File: src/source/core_pkg.sv
// ----------------------------------------
// Core package
// Widths, opcode and ALU enums and the
// structs passed between pipeline stages
// ----------------------------------------
package core_pkg;

    // ----------------------------------------
    // Widths fixed by the ISA
    // ----------------------------------------
    localparam int XLEN       = 32;
    localparam int ILEN       = 32;
    localparam int REG_ADDR_W = 5;

    // Major opcodes known to the decoder
    typedef enum logic [6:0] {
        OPC_OP_IMM = 7'b0010011,
        OPC_OP     = 7'b0110011
    } opcode_t;

    // ALU operations
    typedef enum logic [2:0] {
        ALU_ADD,
        ALU_SUB,
        ALU_AND,
        ALU_OR,
        ALU_XOR,
        ALU_NOP
    } alu_op_t;

    // Instruction request FSM
    typedef enum logic [1:0] {
        FETCH_IDLE,
        FETCH_REQ,
        FETCH_WAIT
    } fetch_state_t;

    // ----------------------------------------
    // Pipeline structs
    // ----------------------------------------
    typedef struct packed {
        logic [XLEN-1:0] pc;
        logic [ILEN-1:0] instr;
    } fetch_t;

    typedef struct packed {
        alu_op_t               op;
        logic [REG_ADDR_W-1:0] rd;
        logic                  we;
        logic [XLEN-1:0]       operand_a;
        logic [XLEN-1:0]       operand_b;
        logic [XLEN-1:0]       pc;
    } issue_t;

    // Retired instruction, also used for forwarding
    typedef struct packed {
        logic [XLEN-1:0]       pc;
        logic [REG_ADDR_W-1:0] rd;
        logic                  we;
        logic [XLEN-1:0]       wdata;
    } commit_t;

endpackage

File: src/source/core_top.sv
// ----------------------------------------
// Core top level
// Fetch, decode/issue and execute/commit
// with the registered fetch enable
// ----------------------------------------
`timescale 1ns/100ps

module core_top (
    input  logic                      clk_i,
    input  logic                      rst_ni,
    input  logic                      fetch_enable_i,
    input  logic [core_pkg::XLEN-1:0] boot_addr_i,
    // Instruction port
    output logic                      instr_req_o,
    output logic [core_pkg::XLEN-1:0] instr_addr_o,
    input  logic                      instr_gnt_i,
    input  logic                      instr_rvalid_i,
    input  logic [core_pkg::ILEN-1:0] instr_rdata_i,
    output logic                      core_busy_o,
    // Retired instructions
    output logic                      commit_valid_o,
    output core_pkg::commit_t         commit_o
);

    logic              fetch_en_q;
    logic              fetch_busy;
    logic              fetch_valid;
    core_pkg::fetch_t  fetch;
    logic              issue_valid;
    core_pkg::issue_t  issue;
    core_pkg::commit_t fwd_ex;
    logic              fwd_valid;
    logic              commit_valid;
    core_pkg::commit_t commit;

    always_ff @(posedge clk_i or negedge rst_ni) begin
        if (!rst_ni) begin
            fetch_en_q <= 1'b0;
        end else begin
            fetch_en_q <= fetch_enable_i;
        end
    end

    // ----------------------------------------
    // Pipeline
    // ----------------------------------------
    fetch_stage fetch_stage_inst (
        .clk_i          ( clk_i          ),
        .rst_ni         ( rst_ni         ),
        .fetch_en_i     ( fetch_en_q     ),
        .boot_addr_i    ( boot_addr_i    ),
        .instr_req_o    ( instr_req_o    ),
        .instr_addr_o   ( instr_addr_o   ),
        .instr_gnt_i    ( instr_gnt_i    ),
        .instr_rvalid_i ( instr_rvalid_i ),
        .instr_rdata_i  ( instr_rdata_i  ),
        .fetch_valid_o  ( fetch_valid    ),
        .fetch_o        ( fetch          ),
        .busy_o         ( fetch_busy     )
    );

    id_stage id_stage_inst (
        .clk_i          ( clk_i        ),
        .rst_ni         ( rst_ni       ),
        .fetch_valid_i  ( fetch_valid  ),
        .fetch_i        ( fetch        ),
        .fwd_ex_i       ( fwd_ex       ),
        .commit_valid_i ( commit_valid ),
        .commit_i       ( commit       ),
        .issue_valid_o  ( issue_valid  ),
        .issue_o        ( issue        )
    );

    ex_stage ex_stage_inst (
        .clk_i          ( clk_i        ),
        .rst_ni         ( rst_ni       ),
        .issue_valid_i  ( issue_valid  ),
        .issue_i        ( issue        ),
        .fwd_o          ( fwd_ex       ),
        .fwd_valid_o    ( fwd_valid    ),
        .commit_valid_o ( commit_valid ),
        .commit_o       ( commit       )
    );

    // Busy while fetching or anything in flight
    assign core_busy_o    = fetch_busy | fetch_valid | fwd_valid | commit_valid;
    assign commit_valid_o = commit_valid;
    assign commit_o       = commit;

endmodule

File: src/source/decoder.sv
// ----------------------------------------
// Instruction decoder
// Maps an RV32 word onto an ALU operation,
// register indices and an I-type immediate
// ----------------------------------------
`timescale 1ns/100ps

module decoder (
    input  logic [core_pkg::ILEN-1:0]       instr_i,
    output core_pkg::alu_op_t               op_o,
    output logic [core_pkg::REG_ADDR_W-1:0] rd_o,
    output logic [core_pkg::REG_ADDR_W-1:0] rs1_o,
    output logic [core_pkg::REG_ADDR_W-1:0] rs2_o,
    output logic                            we_o,
    output logic                            use_imm_o,
    output logic [core_pkg::XLEN-1:0]       imm_o
);

    localparam logic [2:0] F3_ADD = 3'b000;
    localparam logic [2:0] F3_XOR = 3'b100;
    localparam logic [2:0] F3_OR  = 3'b110;
    localparam logic [2:0] F3_AND = 3'b111;

    localparam logic [6:0] F7_BASE = 7'b0000000;
    localparam logic [6:0] F7_SUB  = 7'b0100000;

    core_pkg::opcode_t opcode;
    logic [2:0]        funct3;
    logic [6:0]        funct7;

    assign opcode = core_pkg::opcode_t'(instr_i[6:0]);
    assign funct3 = instr_i[14:12];
    assign funct7 = instr_i[31:25];

    assign rd_o  = instr_i[11:7];
    assign rs1_o = instr_i[19:15];
    assign rs2_o = instr_i[24:20];
    // Sign-extended I-type immediate
    assign imm_o = {{(core_pkg::XLEN-12){instr_i[31]}}, instr_i[31:20]};

    always_comb begin
        op_o      = core_pkg::ALU_NOP;
        we_o      = 1'b0;
        use_imm_o = 1'b0;
        case (opcode)
            // Only addi in the immediate group
            core_pkg::OPC_OP_IMM: begin
                if (funct3 == F3_ADD) begin
                    op_o      = core_pkg::ALU_ADD;
                    we_o      = 1'b1;
                    use_imm_o = 1'b1;
                end
            end
            core_pkg::OPC_OP: begin
                if (funct7 == F7_BASE) begin
                    we_o = 1'b1;
                    case (funct3)
                        F3_ADD:  op_o = core_pkg::ALU_ADD;
                        F3_XOR:  op_o = core_pkg::ALU_XOR;
                        F3_OR:   op_o = core_pkg::ALU_OR;
                        F3_AND:  op_o = core_pkg::ALU_AND;
                        default: we_o = 1'b0;
                    endcase
                end else if (funct7 == F7_SUB && funct3 == F3_ADD) begin
                    op_o = core_pkg::ALU_SUB;
                    we_o = 1'b1;
                end
            end
            default: ;
        endcase
    end

endmodule

File: src/source/ex_stage.sv
// ----------------------------------------
// Execute stage
// ALU on the issue register and the commit
// register driving write-back
// ----------------------------------------
`timescale 1ns/100ps

module ex_stage (
    input  logic              clk_i,
    input  logic              rst_ni,
    input  logic              issue_valid_i,
    input  core_pkg::issue_t  issue_i,
    output core_pkg::commit_t fwd_o,
    output logic              fwd_valid_o,
    output logic              commit_valid_o,
    output core_pkg::commit_t commit_o
);

    logic [core_pkg::XLEN-1:0] alu_result;
    logic                      commit_valid_q;
    core_pkg::commit_t         commit_q;

    always_comb begin
        case (issue_i.op)
            core_pkg::ALU_ADD: alu_result = issue_i.operand_a + issue_i.operand_b;
            core_pkg::ALU_SUB: alu_result = issue_i.operand_a - issue_i.operand_b;
            core_pkg::ALU_AND: alu_result = issue_i.operand_a & issue_i.operand_b;
            core_pkg::ALU_OR:  alu_result = issue_i.operand_a | issue_i.operand_b;
            core_pkg::ALU_XOR: alu_result = issue_i.operand_a ^ issue_i.operand_b;
            default:           alu_result = '0;
        endcase
    end

    // In-flight result, write enable dropped for x0 or empty slot
    assign fwd_o.pc    = issue_i.pc;
    assign fwd_o.rd    = issue_i.rd;
    assign fwd_o.we    = issue_valid_i && issue_i.we && (issue_i.rd != '0);
    assign fwd_o.wdata = alu_result;
    assign fwd_valid_o = issue_valid_i;

    // Commit register
    always_ff @(posedge clk_i or negedge rst_ni) begin
        if (!rst_ni) begin
            commit_valid_q <= 1'b0;
        end else begin
            commit_valid_q <= issue_valid_i;
        end
    end

    always_ff @(posedge clk_i) begin
        if (issue_valid_i) begin
            commit_q <= fwd_o;
        end
    end

    assign commit_valid_o = commit_valid_q;
    assign commit_o       = commit_q;

endmodule

File: src/source/fetch_stage.sv
// ----------------------------------------
// Fetch stage
// PC generation, req/gnt/rvalid request FSM
// and the fetched-instruction register
// ----------------------------------------
`timescale 1ns/100ps

module fetch_stage (
    input  logic                           clk_i,
    input  logic                           rst_ni,
    input  logic                           fetch_en_i,
    input  logic [core_pkg::XLEN-1:0]      boot_addr_i,
    // Instruction port
    output logic                           instr_req_o,
    output logic [core_pkg::XLEN-1:0]      instr_addr_o,
    input  logic                           instr_gnt_i,
    input  logic                           instr_rvalid_i,
    input  logic [core_pkg::ILEN-1:0]      instr_rdata_i,
    // To decode
    output logic                           fetch_valid_o,
    output core_pkg::fetch_t               fetch_o,
    output logic                           busy_o
);

    core_pkg::fetch_state_t         state_q, state_d;
    logic [core_pkg::XLEN-1:0]      pc_q;
    logic [core_pkg::XLEN-1:0]      addr_q;
    logic                           fetch_valid_q;
    core_pkg::fetch_t               fetch_q;
    logic                           granted;
    logic                           returned;

    assign instr_req_o  = (state_q == core_pkg::FETCH_REQ);
    assign instr_addr_o = pc_q;
    assign granted      = instr_req_o && instr_gnt_i;
    assign returned     = (state_q == core_pkg::FETCH_WAIT) && instr_rvalid_i;

    // ----------------------------------------
    // Request FSM
    // ----------------------------------------
    always_comb begin
        state_d = state_q;
        case (state_q)
            core_pkg::FETCH_IDLE: begin
                if (fetch_en_i) begin
                    state_d = core_pkg::FETCH_REQ;
                end
            end
            // Hold req and address until granted
            core_pkg::FETCH_REQ: begin
                if (instr_gnt_i) begin
                    state_d = core_pkg::FETCH_WAIT;
                end
            end
            core_pkg::FETCH_WAIT: begin
                if (instr_rvalid_i) begin
                    state_d = fetch_en_i ? core_pkg::FETCH_REQ : core_pkg::FETCH_IDLE;
                end
            end
            default: state_d = core_pkg::FETCH_IDLE;
        endcase
    end

    always_ff @(posedge clk_i or negedge rst_ni) begin
        if (!rst_ni) begin
            state_q       <= core_pkg::FETCH_IDLE;
            pc_q          <= '0;
            fetch_valid_q <= 1'b0;
        end else begin
            state_q       <= state_d;
            fetch_valid_q <= returned;
            // Boot address is taken while idle and disabled
            if (state_q == core_pkg::FETCH_IDLE && !fetch_en_i) begin
                pc_q <= boot_addr_i;
            end else if (granted) begin
                pc_q <= pc_q + core_pkg::XLEN'(4);
            end
        end
    end

    // Granted address and returned word
    always_ff @(posedge clk_i) begin
        if (granted) begin
            addr_q <= pc_q;
        end
        if (returned) begin
            fetch_q.pc    <= addr_q;
            fetch_q.instr <= instr_rdata_i;
        end
    end

    assign fetch_valid_o = fetch_valid_q;
    assign fetch_o       = fetch_q;
    assign busy_o        = (state_q != core_pkg::FETCH_IDLE);

endmodule

File: src/source/id_stage.sv
// ----------------------------------------
// Decode and issue stage
// Operand read with bypassing from execute
// and commit, then the issue register
// ----------------------------------------
`timescale 1ns/100ps

module id_stage (
    input  logic              clk_i,
    input  logic              rst_ni,
    input  logic              fetch_valid_i,
    input  core_pkg::fetch_t  fetch_i,
    input  core_pkg::commit_t fwd_ex_i,
    input  logic              commit_valid_i,
    input  core_pkg::commit_t commit_i,
    output logic              issue_valid_o,
    output core_pkg::issue_t  issue_o
);

    core_pkg::alu_op_t               op;
    logic [core_pkg::REG_ADDR_W-1:0] rd, rs1, rs2;
    logic                            we, use_imm;
    logic [core_pkg::XLEN-1:0]       imm;
    logic [core_pkg::XLEN-1:0]       rf_a, rf_b;
    logic [core_pkg::XLEN-1:0]       operand_a, operand_b;
    logic                            issue_valid_q;
    core_pkg::issue_t                issue_q;

    // Youngest producer wins, x0 is always zero
    function automatic logic [core_pkg::XLEN-1:0] select_operand(
        input logic [core_pkg::REG_ADDR_W-1:0] rs,
        input logic [core_pkg::XLEN-1:0]       rf_data,
        input core_pkg::commit_t               ex_res,
        input logic                            cm_valid,
        input core_pkg::commit_t               cm_res
    );
        if (rs == '0) begin
            return '0;
        end
        if (ex_res.we && ex_res.rd == rs) begin
            return ex_res.wdata;
        end
        if (cm_valid && cm_res.we && cm_res.rd == rs) begin
            return cm_res.wdata;
        end
        return rf_data;
    endfunction

    decoder decoder_inst (
        .instr_i   ( fetch_i.instr ),
        .op_o      ( op            ),
        .rd_o      ( rd            ),
        .rs1_o     ( rs1           ),
        .rs2_o     ( rs2           ),
        .we_o      ( we            ),
        .use_imm_o ( use_imm       ),
        .imm_o     ( imm           )
    );

    // Commit register doubles as write port
    regfile regfile_inst (
        .clk_i     ( clk_i                        ),
        .rst_ni    ( rst_ni                       ),
        .raddr_a_i ( rs1                          ),
        .raddr_b_i ( rs2                          ),
        .rdata_a_o ( rf_a                         ),
        .rdata_b_o ( rf_b                         ),
        .we_i      ( commit_valid_i && commit_i.we ),
        .waddr_i   ( commit_i.rd                  ),
        .wdata_i   ( commit_i.wdata               )
    );

    assign operand_a = select_operand(rs1, rf_a, fwd_ex_i, commit_valid_i, commit_i);
    assign operand_b = use_imm ? imm
                               : select_operand(rs2, rf_b, fwd_ex_i, commit_valid_i, commit_i);

    // ----------------------------------------
    // Issue register
    // ----------------------------------------
    always_ff @(posedge clk_i or negedge rst_ni) begin
        if (!rst_ni) begin
            issue_valid_q <= 1'b0;
        end else begin
            issue_valid_q <= fetch_valid_i;
        end
    end

    always_ff @(posedge clk_i) begin
        if (fetch_valid_i) begin
            issue_q.op        <= op;
            issue_q.rd        <= rd;
            issue_q.we        <= we;
            issue_q.operand_a <= operand_a;
            issue_q.operand_b <= operand_b;
            issue_q.pc        <= fetch_i.pc;
        end
    end

    assign issue_valid_o = issue_valid_q;
    assign issue_o       = issue_q;

endmodule

File: src/source/regfile.sv
// ----------------------------------------
// Register file
// 31 flip-flop registers, x0 tied to zero
// ----------------------------------------
`timescale 1ns/100ps

module regfile (
    input  logic                            clk_i,
    input  logic                            rst_ni,
    input  logic [core_pkg::REG_ADDR_W-1:0] raddr_a_i,
    input  logic [core_pkg::REG_ADDR_W-1:0] raddr_b_i,
    output logic [core_pkg::XLEN-1:0]       rdata_a_o,
    output logic [core_pkg::XLEN-1:0]       rdata_b_o,
    input  logic                            we_i,
    input  logic [core_pkg::REG_ADDR_W-1:0] waddr_i,
    input  logic [core_pkg::XLEN-1:0]       wdata_i
);

    logic [core_pkg::XLEN-1:0] regs_q [1:31];

    always_ff @(posedge clk_i or negedge rst_ni) begin
        if (!rst_ni) begin
            for (int i = 1; i < 32; i++) begin
                regs_q[i] <= '0;
            end
        end else if (we_i && waddr_i != '0) begin
            regs_q[waddr_i] <= wdata_i;
        end
    end

    // x0 never stored
    assign rdata_a_o = (raddr_a_i == '0) ? '0 : regs_q[raddr_a_i];
    assign rdata_b_o = (raddr_b_i == '0) ? '0 : regs_q[raddr_b_i];

endmodule

File: config.mk
export PLATFORM = sky130hd
export DESIGN_NAME = core_top
export DESIGN_NICKNAME = d
export VERILOG_FILES = /design/src/source/core_pkg.sv /design/src/source/core_top.sv /design/src/source/decoder.sv /design/src/source/ex_stage.sv /design/src/source/fetch_stage.sv /design/src/source/id_stage.sv /design/src/source/regfile.sv
export SDC_FILE = /design/constraint.sdc
export NUM_CORES = 2
export LEC_CHECK = 0
export BUFFER_PORTS_ARGS = -buffer_cell sky130_fd_sc_hd__buf_4
export CORE_MARGIN = 10
export CORE_UTILIZATION = 45
export CTS_CLUSTER_SIZE = 14
export DETAILED_ROUTE_END_ITERATION = 8
export GPL_ROUTABILITY_DRIVEN = 0
export MAX_ROUTING_LAYER = met4
export PLACE_DENSITY = 0.64
export SETUP_SLACK_MARGIN = 0.5
export SLEW_MARGIN = 20
export SYNTH_ARGS = -nofsm -noshare
export SYNTH_HDL_FRONTEND = slang
export SYNTH_HIERARCHICAL = 1
export SYNTH_SLANG_ARGS = --single-unit
File: constraint.sdc
create_clock -name clk_i -period 6.87 [get_ports clk_i]
set_input_delay 0.3435 -clock clk_i [delete_from_list [all_inputs] [get_ports clk_i]]
set_output_delay 0.3435 -clock clk_i [all_outputs]
set_load 0.01 [all_outputs]
==> impl_metrics.ini <==
[setup_path]
cp_data_required_time_ps = 7490
critPathLaunchType = register
crit_chain = nor2_1, nand2_1, o21ai_0, inv_1, ha_1, nor2b_1, o2111a_1, nor4_1, nor4b_1, nor3_1, o21ai_0, o311ai_0, nor2_1, a211oi_1
worstPathArrival_ps = 6480
max_stage_delay_ps = 720
cp_top_family = simple AND/OR/NAND/NOR gates
crit_fanout = 20
cp_num_buf_inv = 1
slowest_stage = o311ai_0
end_kind = register
crit_type = reg2reg

[synthesis]
synth_warnings = 6
syn_area_mm2 = 0.07047
synth_area_per_cell_um2 = 12.60
synth_nets = 5761
netlist_instances = 5594

[route]
via_per_inst = 6.426
post-route-drc-count = 0
wl_per_cell_um = 29.80
wl_mm = 231.2
ant_nets = 0
num_vias = 49840
drt_iter0_drc = 5220
dr.pass1.iters = 6

[clock_tree]
cts_buffer_depth = 3
cts_tree = built
cts-root-buf = clkbuf_16
clkTransAtPathRegs_ps = 70
cts_resized = 0
cts_sinks = 1301
ctsHoldBuffers = 70
clk_latency_ps = 820
h-tree-depth = 4
post_cts.repair.setup_buffers = 0
cts_buffers = 143

[finish]
multiInputGateArea_mm2 = 0.03370
fillCellCount = 13430
nets = 5740
layout_commonest_cell = mux2_2
area_growth_pct = 12.09
post-route-util = 0.5062
fin_area_mm2 = 0.07899
layout-drive-gt1-share = 0.3263
seqCellArea_mm2 = 0.03392
layout_common_cells = mux2_2, dfrtp_1, mux2i_1, buf_4, o22ai_1

[global_routing]
grt_overflow = 0
antenna_found_initial = 5
grt_usage = 0.2664
grt_pass1_wl_mm = 339.1
grt_start_max_net_pins = 157
grt_pass1_vias = 50240

[timing]
fmax_mhz = 170.6
finalSetupTns_ps = 0
timing.final.ws_setup_ps = 1009
fin_crit_ps = 5861
rsz0062_at_grt = no
clock_skew_ps = 42.86
hold_ws_ps = 160.4
post-route-period-util = 0.8531
slew_viol_final = 0
hold_viol_final = 0
max-slew-margin-rel = 0.2018
worst_pin_slew_ps = 1197
setup_viol = 0

[power_and_ir_drop]
seq_power_share = 0.432
pwr-share-comb = 0.192
sw_frac_of_total = 0.3051
p_int_mw = 15.04
power_switching_mw = 6.605
clockPowerShare = 0.376
p_leak_nw = 36.02
ir_drop_v = 0.0002454
power_density_mw_per_mm2 = 274.1

[run]
maxCapViolCount = 0

[run_status]
outcome = finished clean

[hold_path]
min_path_type = in2async

[die]
initial_core_util = 0.4517
die_w_um = 415.7
die_area_mm2 = 0.1728
fp.coreArea_mm2 = 0.1560
pin_count = 174
die_h_um = 415.7
row_count = 145

[placement]
dp_hpwl_mm = 138.7
dp_slack_ps = 1234
place_area_mm2 = 0.07310
io_buffer_count = 173
-- power groups by stage --
stage / logic (mW) / clock network, mW / registers [mW]
final: 4.16 / 8.14 / 9.35
after global routing: 4.42 / 8.60 / 9.43
after CTS: 4.07 / 8.27 / 9.35
after detailed placement: 4.01 / 0 / 9.49
after global placement: 3.96 / 0 / 9.46
after floorplan: 2.58 / 0 / 9.34
-- stage by stage --
| stage | cells | power (mW) |
|---|---|---|
| after floorplan | 5594 | 11.93 |
| after global placement | 7409 | 13.42 |
| after detailed placement | 7410 | 13.50 |
| after CTS | 7746 | 21.69 |
| after global routing | 7756 | 22.45 |
| final | 7756 | 21.65 |
-- cell type report --
| class | instances | share of cell area |
|---|---|---|
| clock inverter | 66 | 0.01199 |
| clock buffer | 200 | 0.05210 |
| sequential | 1301 | 0.4294 |
| inverter | 78 | 0.003707 |
| antenna | 4 | 0.0001267 |
| timing repair buffer | 400 | 0.04337 |
| tap | 2058 | 0.03260 |
| multi-input combinational | 3649 | 0.4267 |
-- registers in the layout (all words and copies together), names as in the netlist --
signal	flops
fetch_stage_inst/fetch_valid_o	1
ex_stage_inst/commit_o	70
fetch_stage_inst/instr_addr_o	32
id_stage_inst/regfile_inst/regs_q	992
fetch_stage_inst/state_q	2
id_stage_inst/issue_valid_o	1
fetch_stage_inst/fetch_o	64
ex_stage_inst/commit_valid_o	1
id_stage_inst/issue_o	105
fetch_en_q	1
fetch_stage_inst/addr_q	32
-- final timing paths --
kind | startpoint | slack [ps] | cells after the start | to
setup / recovery | id_stage_inst/issue_o[103] | 1010 | 14 | id_stage_inst/issue_o[93]
hold / removal | rst_ni | 160 | 2 | id_stage_inst/regfile_inst/regs_q[524]
setup reg to reg | id_stage_inst/issue_o[103] | 1010 | 14 | id_stage_inst/issue_o[93]
hold reg to reg | id_stage_inst/issue_o[16] | 410 | 0 | ex_stage_inst/commit_o[54]
max in group asynchronous | rst_ni | 4820 | 4 | id_stage_inst/regfile_inst/regs_q[839]
min in group clk_i | fetch_enable_i | 250 | 2 | fetch_en_q
-- worst register-to-register path: cells and delay by family, from the launching register on --
family,cells,cell delay [ps]
AO/OA/AOI/OAI,5,2030
adder cells (fa/ha/maj),1,270
buffers and inverters,1,80
flip-flops,1,630
AND/OR/NAND/NOR,7,2660
-- layer usage --
metal / global-route usage / share of wire / up-vias
li1: - / - / 21060
met1: 0.3303 / 0.40 / 25860
met2: 0.4077 / 0.46 / 2304
met3: 0.06425 / 0.085 / 613
met4: 0.1307 / 0.055 / 0
met5: - / 0 / -
No activity file was read; power rests on OpenSTA's default activity.
